File: src/logic/cpu_pkg.sv
/*
 * Shared types for the five-stage pipelined processor.
 * Holds the word and field widths, opcode and function codes, the ALU
 * operation enum and the pipeline register structs used by every stage.
 */
`default_nettype none

package cpu_pkg;

   typedef logic [31:0] word_t;
   typedef logic [4:0]  reg_addr_t;
   typedef logic [5:0]  opcode_t;
   typedef logic [5:0]  funct_t;

   localparam opcode_t OP_RTYPE = 6'd0;
   localparam opcode_t OP_ADDI  = 6'd8;
   localparam opcode_t OP_LW    = 6'd35;
   localparam opcode_t OP_SW    = 6'd43;

   localparam funct_t FN_ADD = 6'd32;
   localparam funct_t FN_SUB = 6'd34;
   localparam funct_t FN_AND = 6'd36;
   localparam funct_t FN_OR  = 6'd37;
   localparam funct_t FN_SLT = 6'd42;

   typedef enum logic [2:0] {
      ALU_ADD,
      ALU_SUB,
      ALU_AND,
      ALU_OR,
      ALU_SLT
   } alu_op_t;

   // all zero means a no-op
   typedef struct packed {
      logic      reg_write;
      logic      mem_read;
      logic      mem_write;
      logic      mem_to_reg;
      logic      alu_src;
      alu_op_t   alu_op;
      reg_addr_t dest;
   } ctrl_t;

   typedef struct packed {
      ctrl_t     ctrl;
      reg_addr_t rs;
      reg_addr_t rt;
      word_t     rs_data;
      word_t     rt_data;
      word_t     imm;
   } id_ex_t;

   typedef struct packed {
      ctrl_t ctrl;
      word_t alu_result;
      word_t store_data;
   } ex_mem_t;

   typedef struct packed {
      logic      reg_write;
      logic      mem_to_reg;
      reg_addr_t dest;
      word_t     alu_result;
      word_t     load_data;
   } mem_wb_t;

endpackage

`default_nettype wire

File: src/logic/execute_stage.sv
/*
 * Execute stage: forwarding from EX/MEM and MEM/WB, operand selection,
 * the ALU and the EX/MEM register. The forwarded rt value is also the
 * store data handed to the memory stage.
 */
`timescale 1ns/1ps
`default_nettype none

module execute_stage (
   input  wire                     clk,
   input  wire                     reset,
   input  wire                     enable,
   input  wire cpu_pkg::id_ex_t    id_ex,
   input  wire                     wb_en,
   input  wire cpu_pkg::reg_addr_t wb_addr,
   input  wire cpu_pkg::word_t     wb_data,
   output cpu_pkg::ex_mem_t        ex_mem
);

   cpu_pkg::word_t op_a;
   cpu_pkg::word_t fwd_rt;
   cpu_pkg::word_t op_b;
   cpu_pkg::word_t result;

   // a load in EX/MEM is never forwarded since the stall covers it
   function automatic cpu_pkg::word_t forward(input cpu_pkg::reg_addr_t src,
                                              input cpu_pkg::word_t reg_value);
      if (ex_mem.ctrl.reg_write && !ex_mem.ctrl.mem_read && ex_mem.ctrl.dest == src) begin
         return ex_mem.alu_result;
      end else if (wb_en && wb_addr == src) begin
         return wb_data;
      end
      return reg_value;
   endfunction

   always_comb begin
      op_a   = forward(id_ex.rs, id_ex.rs_data);
      fwd_rt = forward(id_ex.rt, id_ex.rt_data);
      op_b   = id_ex.ctrl.alu_src ? id_ex.imm : fwd_rt;
   end

   always_comb begin
      case (id_ex.ctrl.alu_op)
         cpu_pkg::ALU_ADD: result = op_a + op_b;
         cpu_pkg::ALU_SUB: result = op_a - op_b;
         cpu_pkg::ALU_AND: result = op_a & op_b;
         cpu_pkg::ALU_OR:  result = op_a | op_b;
         cpu_pkg::ALU_SLT: result = {31'd0, $signed(op_a) < $signed(op_b)};
         default:          result = op_a + op_b;
      endcase
   end

   always_ff @(posedge clk) begin
      if (reset) begin
         ex_mem <= '0;
      end else if (enable) begin
         ex_mem.ctrl       <= id_ex.ctrl;
         ex_mem.alu_result <= result;
         ex_mem.store_data <= fwd_rt;
      end
   end

endmodule

`default_nettype wire

File: config.mk
export PLATFORM = sky130hd
export DESIGN_NAME = execute_stage
export DESIGN_NICKNAME = d
export VERILOG_FILES = /design/src/logic/cpu_pkg.sv /design/src/logic/execute_stage.sv
export SDC_FILE = /design/constraint.sdc
export NUM_CORES = 1
export LEC_CHECK = 0
export BUFFER_PORTS_ARGS = -buffer_cell sky130_fd_sc_hd__buf_4
export CORE_ASPECT_RATIO = 1.1
export CORE_MARGIN = 2
export CORE_UTILIZATION = 30
export DETAILED_ROUTE_END_ITERATION = 8
export SETUP_SLACK_MARGIN = 0.02
export SLEW_MARGIN = 10
export SYNTH_ARGS = -nofsm -noshare
export SYNTH_HDL_FRONTEND = slang
export SYNTH_SLANG_ARGS = --single-unit
File: constraint.sdc
create_clock -name clk -period 5.8 [get_ports clk]
set_input_delay 0.29 -clock clk [delete_from_list [all_inputs] [get_ports clk]]
set_output_delay 0.29 -clock clk [all_outputs]
set_load 0.01 [all_outputs]
# == Word-level counts from Yosys, hierarchy flattened ==
# Index checks and enable logic that the tools add are counted.
# totals
input_bits,160
memories,0
wordCells,40
reg_bits,77
ram_bits,0
mem_bits_ro,0
latch_bits,0
# classes
mux,12
n_mul,0
bitwise_logic,2
order_cmp,1
reduce_logical,6
n_div,0
add_sub_neg,2
n_shift,0
eq_ne,8
# op_table
cell,count
32-bit two-way mux,7
32-bit one-hot mux with 4 select lines,1
32-bit adder,1
32-bit AND,1
32-bit less-than comparator,1
32-bit bitwise OR,1
32-bit subtractor,1
5-bit == test,4
3-bit by 2-bit == test with 1-bit output (second input constant),2
1-bit logical AND,5
1-bit two-way mux,4
3-bit by 1-bit == test with 1-bit output (second input constant),1
3-bit == test (second input constant),1
1-bit zero test,1

# == Logic depth before layout (Yosys ltp) ==
# depth
ltp_word,8
ltp_mapped,20
mapped_depth_nobuf,18

# == Worst setup path before layout ==
# OpenSTA, ideal clock, no wires.
# synth_path
path_kind,input to register
start,input port wb_addr[1]
end,register ex_mem[62] (netlist bit)
path_stages,20
setup_time_ps,132
arrival_ps,4144
required_time_ps,5668
path_slack_ps,1524
path_cell_list,xor2_1 > nor4_1 > and3_1 > clkbuf_1 > buf_2 > mux2i_1 > a21oi_1 > mux2_2 > ha_1 > inv_1 > fa_1 > and2b_1 > o2111ai_1 > a2111oi_2 > nor3_2 > o21bai_2 > a311oi_1 > xor2_1 > a221oi_1 > nor3_1
# synth_via
elab_chain_cells,8
word_cells_on_any_way,16
# synth_lines
item,line,text
"start, declared",execute_stage.sv:15,"input wire cpu_pkg::reg_addr_t wb_addr,"
5-bit == test,execute_stage.sv:30,end else if (wb_en && wb_addr == src) begin
1-bit logical AND,execute_stage.sv:30,
1-bit two-way mux,execute_stage.sv:30,
1-bit two-way mux,execute_stage.sv:28,if (ex_mem.ctrl.reg_write && !ex_mem.ctrl.mem_read && ex_mem.ctrl.dest == src) begin
32-bit two-way mux,execute_stage.sv:33,return reg_value;
32-bit two-way mux,execute_stage.sv:39,op_b = id_ex.ctrl.alu_src ? id_ex.imm : fwd_rt;
"32-bit adder, or another cell as far along","execute_stage.sv:44, execute_stage.sv:49",
32-bit one-hot mux with 4 select lines (*),execute_stage.sv:43,case (id_ex.ctrl.alu_op)
"end, declared",execute_stage.sv:17,output cpu_pkg::ex_mem_t ex_mem
# Mark *: on every way between the ends. The rest lies on a longest branch, timed or not.
# A chain may end at the register's enable or synchronous reset.

# == Worst setup path in the final report ==
# layout_path
start,register ex_mem[64] (netlist bit)
end,register ex_mem[56] (netlist bit)
# layout_via
elab_chain_cells,7
word_cells_on_any_way,16
# layout_lines
item,line
5-bit == test,execute_stage.sv:28
1-bit logical AND,execute_stage.sv:28
32-bit two-way mux or 1-bit two-way mux (tied branches),execute_stage.sv:28
32-bit two-way mux,execute_stage.sv:33
32-bit two-way mux,execute_stage.sv:39
"32-bit adder, or another cell as far along","execute_stage.sv:44, execute_stage.sv:49"
32-bit one-hot mux with 4 select lines (*),execute_stage.sv:43
# Marks and branches as above.

==> metrics.txt <==
run status finished, final reports clean; HPWL Detailed 29,200 um; leading area contributor after synthesis dfxtp_1; MaxCap Viol Count 0; hold_buf cts 0; internal power 1.38 mW; Vias 10,500; TNS Setup 0 ns; RePlAce Congestion 0.935; initial antenna violation count 0; Initial DRC Count 699; fin. max-slew vios 0; Setup CP Type flop to flop; Resized cells post-CTS 0; switch share 0.418; Power Density 195 nW/um2; Root Buffer clkbuf_16; Area Growth Syn to Fin 24.3%; YS warnings 0; Worst Skew 0.0111 ns; Seq cells post-synth 77; hold path depth 3; gr usage total 0.215; Worst EP required 6.02 ns; final critical-path required period 4.81 ns; Setup Buffers After CTS 0; max FFs per register 77; total grt overflow 0; share of layout cells above drive strength 1 0.212; Core Box Area 32,300 um2; commonest cells after routing, fill and taps aside buf_4, nor2_1, a21oi_1; top post-synthesis cells by area dfxtp_1, ha_1, mux2i_1; placed cell count 1,927; crit path DAT 5.03 ns; Netlist cell types 85; P_leak 5.74 nW; largest reg by FF count ex_mem; worst r2r src ex_mem[64]$_SDFFE_PP0P_; P_sw 0.995 mW; TritonCTS Buffers 9; CP max FO 45; row count 69; Gate Count Post-Synth 1,337; Antenna Nets Post-Route 0; Gate power share 0.475; leading cell type in the layout, fill and taps excluded buf_4; DR WL/cell 19.6 um; biggest regs ex_mem x77; post-DR vias/cell 5.39; area of the die 34,200 um2; CP Capture Type flop; IO Port Bufs 236; TritonCTS clock tree yes; final WL 38,000 um; Synth top area share 0.157; Die Ht 194 um; Clk pwr share 0.262; clock sinks 77; Top FF cell, synth dfxtp_1; Worst-path clk slew 0.07 ns; Syn Nets 1,602; Post-synth EDFFs 0; Final Setup Violations 0; largest net degree at the start of global routing 57; FF-to-FF setup slack 0.99 ns; sequential fraction of design power 0.263; DRC Markers 0; H-tree levels 3; net count reported at finish 1,777; R2R Path End ex_mem[56]$_SDFFE_PP0P_; RSZ-0062 raised after global routing false; Seq/Total Area, Yosys 0.157; fin crit share 0.829; n_diodes 0; critical path endpoint ex_mem[56]$_SDFFE_PP0P_; I/O Pins 237; worst slew pin tran 1.01 ns; Skew-Pair Late Insertion Delay 0.37 ns; Finished Layout Cells 1,943; Avg Inst Size Synth 7.35 um2; die width 177 um; First-pass DRT Iterations 7; Rel. slew slack 0.324; Max Fclk 208 MHz; clock buffer depth 2; CP startpoint ex_mem[64]$_SDFFE_PP0P_; critical path launch point type flop; HP Class primary input to flop; first-pass GRT wire length 58,100 um; synthesized area 9820 um2; final hold violations 0; number of global-route vias before repair 10,200; async set-reset flop share out of synthesis 0; initial core utilization 0.304; Max IR drop VDD 134 uV; Reg2Reg Depth 16
-- metrics by stage --
stage | power [mW] | worst slack, ns | util | cell area (um2) | hold WS, ns
6_report | 2.38 | 0.992 | 0.378 | 12200 | 0.154
5_1_grt | 2.51 | 0.518 | 0.378 | 12200 | 0.172
4_1_cts | 2.37 | 0.966 | 0.378 | 12200 | 0.148
3_5_place_dp | 1.75 | 0.821 | 0.369 | 11900 | 0.477
3_3_place_gp | 1.75 | 0.880 | 0.369 | 11900 | 0.457
2_1_floorplan | 1.35 | 1.52 | - | 9820 | 0.438
-- power groups by stage --
stage               sequential, mW  combinational (mW)  clock (mW)
detailed placement           0.636                1.11           0
finish                       0.625                1.13       0.622
global route                 0.630                1.24       0.644
floorplan                    0.637               0.712           0
CTS                          0.624                1.12       0.631
global placement             0.636                1.11           0
-- synthesized netlist by cell type, drive strengths merged, types with 4 or more instances --
library cell,instances
and3,9
a21o,23
nand2,64
o21ai,59
or4,5
nor2b,9
ha,103
nand4,9
inv,108
nand3b,4
nor4,12
clkbuf,52
nand3,20
xnor2,22
o21bai,11
buf,33
nor2,209
o221ai,10
o211ai,10
o31ai,12
dfxtp,77
o221a,4
and2,7
a31oi,15
a211oi,20
xor2,23
o22ai,11
nand2b,13
mux2i,128
or2,4
mux2,24
a21oi,135
nor3,19
a221o,8
a311oi,7
a2111oi,4
a221oi,10
-- kinds of logic (layout without fill, tap and decap cells) --
logic type | Yosys count | after routing | synth area share
flops | 77 | 77 | 0.157
fa+ha+maj | 105 | 105 | 0.135
mux | 152 | 152 | 0.158
simple gates | 396 | 396 | 0.183
buf+inv | 193 | 373 | 0.0777
compound gates | 369 | 369 | 0.249
xor+xnor | 45 | 45 | 0.0401
-- critical path, stage by stage, from the launching register on --
cell,delay (ns)
dfxtp_1,0.37
xor2_1,0.18
nor4_1,0.34
nand3_2,0.40
buf_4,0.42
a21oi_1,0.33
inv_1,0.16
fa_1,0.44
and2b_1,0.23
o2111ai_1,0.20
a2111oi_2,0.39
nor3_2,0.14
o21bai_2,0.31
a211o_1,0.18
nand3_1,0.08
a221oi_1,0.34
a211oi_1,0.13
-- worst min-delay path by stage --
stage / startpoint / end / slack (ns)
floorplan: id_ex[106] / ex_mem[64]$_SDFFE_PP0P_ / 0.44
global placement: ex_mem[71]$_SDFFE_PP0P_ / ex_mem[71]$_SDFFE_PP0P_ / 0.46
detailed placement: ex_mem[71]$_SDFFE_PP0P_ / ex_mem[71]$_SDFFE_PP0P_ / 0.48
CTS: id_ex[115] / ex_mem[73]$_SDFFE_PP0P_ / 0.15
global route: id_ex[115] / ex_mem[73]$_SDFFE_PP0P_ / 0.17
finish: id_ex[106] / ex_mem[64]$_SDFFE_PP0P_ / 0.15
-- final cells by class --
class                   instances  area (um2)
repair buffers                249        1880
fillers                      3391       20100
well taps                     426         533
flip-flops and latches         77        1540
clock inverters                 6        70.1
multi-input cells            1067        7550
clock buffers                  10         229
inverters                     108         405
-- per-layer routing --
| layer | vias to the layer above | track usage | wire length (um) |
|---|---|---|---|
| met4 | 0 | 0.0627 | 741 |
| met2 | 380 | 0.372 | 18300 |
| met3 | 49 | 0.0290 | 2560 |
| met5 | - | 0 | 0 |
| met1 | 4954 | 0.277 | 16400 |
| li1 | 5082 | - | - |
Note: power is estimated with default switching activity, not from simulation.
