$ cat src/logic/cpu_pkg.sv
/*
 * Shared types for the five-stage pipelined processor.
 * Holds the word and field widths, opcode and function codes, the ALU
 * operation enum and the pipeline register structs used by every stage.
 */
`default_nettype none

package cpu_pkg;

   typedef logic [31:0] word_t;
   typedef logic [4:0]  reg_addr_t;
   typedef logic [5:0]  opcode_t;
   typedef logic [5:0]  funct_t;

   localparam opcode_t OP_RTYPE = 6'd0;
   localparam opcode_t OP_ADDI  = 6'd8;
   localparam opcode_t OP_LW    = 6'd35;
   localparam opcode_t OP_SW    = 6'd43;

   localparam funct_t FN_ADD = 6'd32;
   localparam funct_t FN_SUB = 6'd34;
   localparam funct_t FN_AND = 6'd36;
   localparam funct_t FN_OR  = 6'd37;
   localparam funct_t FN_SLT = 6'd42;

   typedef enum logic [2:0] {
      ALU_ADD,
      ALU_SUB,
      ALU_AND,
      ALU_OR,
      ALU_SLT
   } alu_op_t;

   // all zero means a no-op
   typedef struct packed {
      logic      reg_write;
      logic      mem_read;
      logic      mem_write;
      logic      mem_to_reg;
      logic      alu_src;
      alu_op_t   alu_op;
      reg_addr_t dest;
   } ctrl_t;

   typedef struct packed {
      ctrl_t     ctrl;
      reg_addr_t rs;
      reg_addr_t rt;
      word_t     rs_data;
      word_t     rt_data;
      word_t     imm;
   } id_ex_t;

   typedef struct packed {
      ctrl_t ctrl;
      word_t alu_result;
      word_t store_data;
   } ex_mem_t;

   typedef struct packed {
      logic      reg_write;
      logic      mem_to_reg;
      reg_addr_t dest;
      word_t     alu_result;
      word_t     load_data;
   } mem_wb_t;

endpackage

`default_nettype wire

$ cat src/logic/decode_stage.sv
/*
 * Decode stage: control decode, register read, load-use detection and
 * the ID/EX register. On a load-use hazard stall is raised for one cycle
 * and a bubble with zero control goes into execute.
 */
`timescale 1ns/1ps
`default_nettype none

module decode_stage (
   input  wire                     clk,
   input  wire                     reset,
   input  wire                     enable,
   input  wire cpu_pkg::word_t     if_instr,
   input  wire                     wb_en,
   input  wire cpu_pkg::reg_addr_t wb_addr,
   input  wire cpu_pkg::word_t     wb_data,
   output logic                    stall,
   output cpu_pkg::id_ex_t         id_ex
);

   cpu_pkg::opcode_t   opcode;
   cpu_pkg::funct_t    funct;
   cpu_pkg::reg_addr_t rs;
   cpu_pkg::reg_addr_t rt;
   cpu_pkg::reg_addr_t rd;
   cpu_pkg::word_t     rs_data;
   cpu_pkg::word_t     rt_data;
   cpu_pkg::word_t     imm;
   cpu_pkg::ctrl_t     ctrl;

   assign opcode = if_instr[31:26];
   assign rs     = if_instr[25:21];
   assign rt     = if_instr[20:16];
   assign rd     = if_instr[15:11];
   assign funct  = if_instr[5:0];
   assign imm    = {{16{if_instr[15]}}, if_instr[15:0]};

   register_file regs (
      .clk    (clk),
      .reset  (reset),
      .raddr_1(rs),
      .raddr_2(rt),
      .wb_en  (wb_en & enable),
      .wb_addr(wb_addr),
      .wb_data(wb_data),
      .rdata_1(rs_data),
      .rdata_2(rt_data)
   );

   always_comb begin
      ctrl = '0;
      case (opcode)
         cpu_pkg::OP_RTYPE: begin
            ctrl.reg_write = 1'b1;
            ctrl.dest      = rd;
            case (funct)
               cpu_pkg::FN_ADD: ctrl.alu_op = cpu_pkg::ALU_ADD;
               cpu_pkg::FN_SUB: ctrl.alu_op = cpu_pkg::ALU_SUB;
               cpu_pkg::FN_AND: ctrl.alu_op = cpu_pkg::ALU_AND;
               cpu_pkg::FN_OR:  ctrl.alu_op = cpu_pkg::ALU_OR;
               cpu_pkg::FN_SLT: ctrl.alu_op = cpu_pkg::ALU_SLT;
               default:         ctrl.reg_write = 1'b0;
            endcase
         end
         cpu_pkg::OP_ADDI: begin
            ctrl.reg_write = 1'b1;
            ctrl.alu_src   = 1'b1;
            ctrl.dest      = rt;
         end
         cpu_pkg::OP_LW: begin
            ctrl.reg_write  = 1'b1;
            ctrl.mem_read   = 1'b1;
            ctrl.mem_to_reg = 1'b1;
            ctrl.alu_src    = 1'b1;
            ctrl.dest       = rt;
         end
         cpu_pkg::OP_SW: begin
            ctrl.mem_write = 1'b1;
            ctrl.alu_src   = 1'b1;
            ctrl.dest      = rt;
         end
         default: ctrl = '0;
      endcase
      // writes to r0 are dropped here so later stages never match it
      if (ctrl.dest == '0) begin
         ctrl.reg_write = 1'b0;
      end
   end

   assign stall = id_ex.ctrl.mem_read & id_ex.ctrl.reg_write &
                  ((id_ex.ctrl.dest == rs) | (id_ex.ctrl.dest == rt));

   always_ff @(posedge clk) begin
      if (reset) begin
         id_ex <= '0;
      end else if (enable) begin
         if (stall) begin
            id_ex.ctrl <= '0;
         end else begin
            id_ex.ctrl <= ctrl;
         end
         id_ex.rs      <= rs;
         id_ex.rt      <= rt;
         id_ex.rs_data <= rs_data;
         id_ex.rt_data <= rt_data;
         id_ex.imm     <= imm;
      end
   end

endmodule

`default_nettype wire

$ cat src/logic/register_file.sv
/*
 * Thirty-two entry register file with two combinational read ports and
 * one write port. A read of the register being written returns wb_data.
 */
`timescale 1ns/1ps
`default_nettype none

module register_file (
   input  wire                     clk,
   input  wire                     reset,
   input  wire cpu_pkg::reg_addr_t raddr_1,
   input  wire cpu_pkg::reg_addr_t raddr_2,
   input  wire                     wb_en,
   input  wire cpu_pkg::reg_addr_t wb_addr,
   input  wire cpu_pkg::word_t     wb_data,
   output cpu_pkg::word_t          rdata_1,
   output cpu_pkg::word_t          rdata_2
);

   cpu_pkg::word_t regs [32];

   always_ff @(posedge clk) begin
      if (reset) begin
         for (int i = 0; i < 32; i++) begin
            regs[i] <= '0;
         end
      end else if (wb_en && wb_addr != '0) begin
         regs[wb_addr] <= wb_data;
      end
   end

   // r0 reads zero, otherwise write-through before the array
   assign rdata_1 = (raddr_1 == '0) ? '0 :
                    (wb_en && wb_addr == raddr_1) ? wb_data : regs[raddr_1];
   assign rdata_2 = (raddr_2 == '0) ? '0 :
                    (wb_en && wb_addr == raddr_2) ? wb_data : regs[raddr_2];

endmodule

`default_nettype wire

$ cat config.mk
export PLATFORM = sky130hd
export DESIGN_NAME = decode_stage
export DESIGN_NICKNAME = d
export VERILOG_FILES = /design/src/logic/cpu_pkg.sv /design/src/logic/decode_stage.sv /design/src/logic/register_file.sv
export SDC_FILE = /design/constraint.sdc
export NUM_CORES = 2
export LEC_CHECK = 0
export BUFFER_PORTS_ARGS = -buffer_cell sky130_fd_sc_hd__buf_4
export CAP_MARGIN = 20
export CORE_MARGIN = 8
export CORE_UTILIZATION = 40
export CTS_BUF_LIST = sky130_fd_sc_hd__clkbuf_4 sky130_fd_sc_hd__clkbuf_8
export CTS_CLUSTER_SIZE = 25
export DETAILED_ROUTE_END_ITERATION = 10
export GPL_TIMING_DRIVEN = 0
export PLACE_DENSITY_LB_ADDON = 0.12
export SLEW_MARGIN = 20
export SYNTH_ARGS = -nofsm -noshare
export SYNTH_HDL_FRONTEND = slang
export SYNTH_SLANG_ARGS = --single-unit
$ cat constraint.sdc
create_clock -name clk -period 5.4 [get_ports clk]
set_clock_uncertainty 0.2 [all_clocks]
set_input_delay 1.62 -clock clk [delete_from_list [all_inputs] [get_ports clk]]
set_output_delay 1.62 -clock clk [all_outputs]
set_load 0.005 [all_outputs]
# Yosys cells after proc, flatten, opt, wreduce, memory -nomap -nowiden
# Memories as Yosys holds them, arrays and structs flattened.
# Cells that the tools add are included.
# classes
muxes,22
n_eq_ne,12
bitwise,4
n_reduce_logical,12
# op_table
operator,count
32-bit two-way mux,5
"6-bit equality test, second input constant",7
32-bit OR reduction,1
5-bit equality test,4
5-bit zero test,3
13-bit two-way mux,1
3-bit case mux with 4 select lines,1
1-bit two-way mux,11
5-bit case mux with 2 select lines,1
"6-bit by 4-bit equality test with 1-bit output, second input constant",1
6-bit zero test,1
5-bit two-way mux,1
5-bit nonzero test,1
5-bit OR reduction,1
1-bit bitwise AND,3
1-bit logical AND,3
3-bit two-way mux,1
3-bit OR reduction,1
1-bit case mux with 2 select lines,1
2-bit OR reduction,1
1-bit bitwise OR,1
# word_totals
register_bits,103
out_inout_bits,120
n_memories,1
input_bits,73
mem_bits_rw,1024
# mem_list
name,depth,width,rd,rd_clocked_by_memory_dff,wr,line_no,text
regs.regs,32,32,2,0,32,register_file.sv:20,cpu_pkg::word_t regs [32];

# Longest topological paths before layout
# depth
depth_word,7
mapped_depth,9
ltp_nobuf,5

# Modules after synthesis
# A second synthesis with hierarchy kept.
# hier_totals
cells_unflattened,4201
hier_area_um2,59144.2
# modules_own_cells
mod,instances,cells_each,area_per_inst_um2
register_file,1,3802,55061.6
decode_stage,1,399,4082.7

# Worst setup path before layout
# Ideal clock, no wire load.
# synth_timing
path_type,input to output
startpoint,in if_instr[21]
endpoint,out stall
path_slack_ns,0.762
t_required_ns,3.580
cell_stages,8
arrival_ns,2.818
path_cell_list,buf_4 buf_6 buf_6 buf_6 xor2_1 nor3_1 a22oi_2 nor2_1
# synth_via
elab_chain_cells,3
# synth_rtl
element,line_no,text
start: declaration,decode_stage.sv:13,"input wire cpu_pkg::word_t if_instr,"
5-bit equality test,decode_stage.sv:91,((id_ex.ctrl.dest == rs) | (id_ex.ctrl.dest == rt));
1-bit bitwise OR,decode_stage.sv:91,
1-bit bitwise AND,decode_stage.sv:90,assign stall = id_ex.ctrl.mem_read & id_ex.ctrl.reg_write &
end: declaration,decode_stage.sv:17,"output logic stall,"
# No other way between the ends.

# Final worst setup path
# Same ends and word-level chain as after synthesis.

==> results.toml <==
[floorplanning]
rows = 139
die_w_um = 396.1
fp.dieArea_mm2 = 0.1569
initial_utilization = 0.4028
core_area_mm2 = 0.1435
ios = 193
die_y_um = 396.1

[clocking]
ctsRootBufferMaster = "clkbuf_8"
cts_resized = 0
clock_path_buffers = 3
worstSkewPairLatency_ns = 0.94
holdBufCountCts = 0
cts_htree_levels = 4
cts_tree = "built"
post_cts.repair.setup_buffers = 0
cts.clk_slew.worst_paths_ns = 0.06
clock-sinks = 1126
cts_buffers = 192

[final_layout]
fill_cells = 12770
nets = 4268
area_growth_pct = 13.75
drive_above_1_share = 0.2713
seqCellArea_mm2 = 0.03279
multi_input_area_mm2 = 0.02320
design_area_mm2 = 0.06574

[global_routing]
grt_pass1_wl_um = 277400
antenna_found_initial = 17
grt_pass1_vias = 36330
grt-ovfl-total = 0
grt_max_degree = 33
grt_use_total = 0.2496

[setup_path]
critical_path.endpoint = "stall"
crit_buf_inv = 5
required_ns = 3.58
arrival_ns = 3.36
cp_slowest_stage_delay_ns = 0.27
regToRegSetupSlack_ns = 2.85
crit_start = "if_instr[21]"
crit_cells = 9
cpMaxStageDelayCell = "buf_6"
path_common_cell = "buf_6"
cp_max_fo = 10
r2r_cells = 5
worstSetupPathType = "input port to output port"
startpoint_type = "input port"
cp_top_family = "buffers and inverters"
r2r-start = "regs.regs[31][10]$_SDFFCE_PN0P_"
regToRegEndpoint = "id_ex[74]$_SDFFE_PP0P_"
worstPathCellList = "buf_4 -> buf_6 -> buf_6 -> buf_6 -> xor2_1 -> nor3_1 -> a22oi_2 -> nor2_1 -> buf_4"
worst_setup_path_end_kind = "output port"

[yosys]
synth_area_per_cell_um2 = 15.26
ys_types = 49
yosys_warnings = 0
syn_area_mm2 = 0.05779
ys_seq_area_frac = 0.5674
netlist_instances = 3788
synth-seq-cells = 1126

[pwr]
cellPowerDensity_mw_per_mm2 = 318.3
vdd_drop_max_mv = 0.2695
p_leak_nw = 22.94

[drt]
drc = 0
num_vias = 36590
ant_nets = 0
post_drt_wl_per_cell_um = 31.99
drt_wl_total_um = 200500
drtIter0Drc = 3817
viasPerCell = 5.836
first_pass_iters = 6

[place]
dpl.hpwl_um = 152700
placed_area_mm2 = 0.06171
portBuffers = 176
gp_congestion = 0.8957

[sta]
rsz0062_at_grt = "no"
fmax_ghz = 0.1929
max_slew_margin = 0.1284
min_period_ns = 5.183
fin_tns_setup_ns = 0
finalMaxSlewViolations = 0
worst_slew_pin_slew_ns = 1.303
finalCritPeriodShare = 0.9598
report.final.setup_viol = 0
hold_viol_final = 0

[run_status]
outcome = "finished clean"

[min_path]
hp-class = "flop to flop"

[flow_run]
drv_cap = 0
==> worst register-to-register path: stages, from the launching register on <==
cell	delay (ns)
edfxtp_1	0.36
mux4_2	0.27
mux2i_1	0.14
a22o_1	0.33
nor4_1	0.97
a221o_1	0.22
==> Yosys cell counts, drive strengths merged <==
cell type     n  area (um^2)
a21boi        1        7.510
a21oi         4        20.02
a221o        64        640.6
a22o        161         1410
a22oi         6        50.05
a31oi         1        6.260
and2        994         6218
and3          1        6.260
and4          1        8.760
buf         129        822.0
clkbuf      301         1130
conb          1        3.750
dfxtp       102         2042
edfxtp     1024        30750
inv           1        3.750
mux2i        91        910.9
mux4        512        11530
nand2        22        82.58
nand2b        7        43.79
nand3         6        30.03
nand3b        4        30.03
nand4         2        12.51
nand4b        2        17.52
nor2        132        495.5
nor2b         5        31.28
nor3          7        35.03
nor3b         2        15.01
nor4         34        219.0
nor4bb        1        10.01
o211ai        1        7.510
o21ai        11        58.80
o22ai        65        406.6
o311ai        1        8.760
o31ai         1        7.510
o32ai        32        280.3
o41ai         1        16.27
or2          31        193.9
or3           4        25.02
or3b          2        17.52
or4b          1        10.01
xnor2         9        78.83
xor2         11        96.34
==> flip-flops by register name, summed over array words and instances (netlist names) <==
name / count
regs.regs: 1024
id_ex: 102
==> worst min path at each step <==
stage | startpoint | end | slack [ns] | cells past startpoint
after global routing | id_ex[112]$_SDFFE_PP0P_ | id_ex[112]$_SDFFE_PP0P_ | 0.28 | 2
after global placement | id_ex[112]$_SDFFE_PP0P_ | id_ex[112]$_SDFFE_PP0P_ | 0.24 | 2
final | id_ex[116]$_SDFFE_PP0P_ | id_ex[116]$_SDFFE_PP0P_ | 0.27 | 2
after CTS | id_ex[116]$_SDFFE_PP0P_ | id_ex[116]$_SDFFE_PP0P_ | 0.26 | 2
after floorplan | id_ex[112]$_SDFFE_PP0P_ | id_ex[112]$_SDFFE_PP0P_ | 0.25 | 2
after detailed placement | id_ex[116]$_SDFFE_PP0P_ | id_ex[116]$_SDFFE_PP0P_ | 0.26 | 2
==> final cells by class <==
class | instances | share of cell area
flip-flops and latches | 1126 | 0.4988
multi-input cells | 2262 | 0.3530
clock buffers | 274 | 0.05071
well taps | 1903 | 0.03622
plain buffers | 430 | 0.02977
repair buffers | 182 | 0.02122
clock inverters | 82 | 0.009859
diodes | 9 | 0.0003426
inverters | 1 | 0.00005710
==> power by group <==
part | internal [W] | switching, W | leakage (nW)
clock network | 0.00439 | 0.00376 | 2.12
logic | 0.00105 | 0.00149 | 10.2
registers | 0.00998 | 0.000252 | 10.6
==> cell usage in the layout, fill, tap and decap left out, types with 8 or more instances in the layout <==
| master | instances |
|---|---|
| a221o_1 | 64 |
| a22o_1 | 161 |
| and2_1 | 994 |
| buf_1 | 15 |
| buf_2 | 61 |
| buf_4 | 215 |
| buf_6 | 18 |
| bufinv_16 | 8 |
| clkbuf_1 | 298 |
| clkbuf_4 | 70 |
| clkbuf_8 | 204 |
| clkinv_1 | 31 |
| clkinv_2 | 26 |
| conb_1 | 32 |
| dfxtp_1 | 102 |
| diode_2 | 9 |
| edfxtp_1 | 1024 |
| mux2i_1 | 91 |
| mux4_2 | 512 |
| nand2_1 | 22 |
| nor2_1 | 130 |
| nor4_1 | 33 |
| o21ai_0 | 9 |
| o22ai_1 | 65 |
| o32ai_1 | 30 |
| or2_2 | 30 |
| xnor2_1 | 9 |
| xor2_1 | 11 |
==> layer usage <==
metal | wire length [um] | track usage
met4 | 6072 | 0.07517
met5 | 165 | 0.007079
met3 | 17960 | 0.06216
met1 | 87240 | 0.3570
met2 | 89100 | 0.3764
==> stage by stage <==
stage	total power, W	util	hold WS [ns]	cells	setup slack (ns)
2_1_floorplan	0.01177	-	0.2487	3819	0.7620
3_3_place_gp	0.01286	0.4294	0.2408	5898	-1.034
3_5_place_dp	0.01290	0.4301	0.2558	5904	-0.03903
4_1_cts	0.02099	0.4578	0.2637	6260	0.1940
5_1_grt	0.02152	0.4580	0.2823	6261	0.1124
6_report	0.02092	0.4582	0.2653	6269	0.2169
==> kinds of logic after synthesis <==
kind of cell	Yosys count	share of synthesized area
and+or+nand+nor	1258	0.1298
DFF	1126	0.5674
muxes	603	0.2153
buffers and inverters	431	0.03384
AOI/OAI and AO/OA	349	0.05053
xor gates and xnor gates	20	0.003031
other	1	0.00006489
Note: power is estimated with default switching activity, not from simulation.
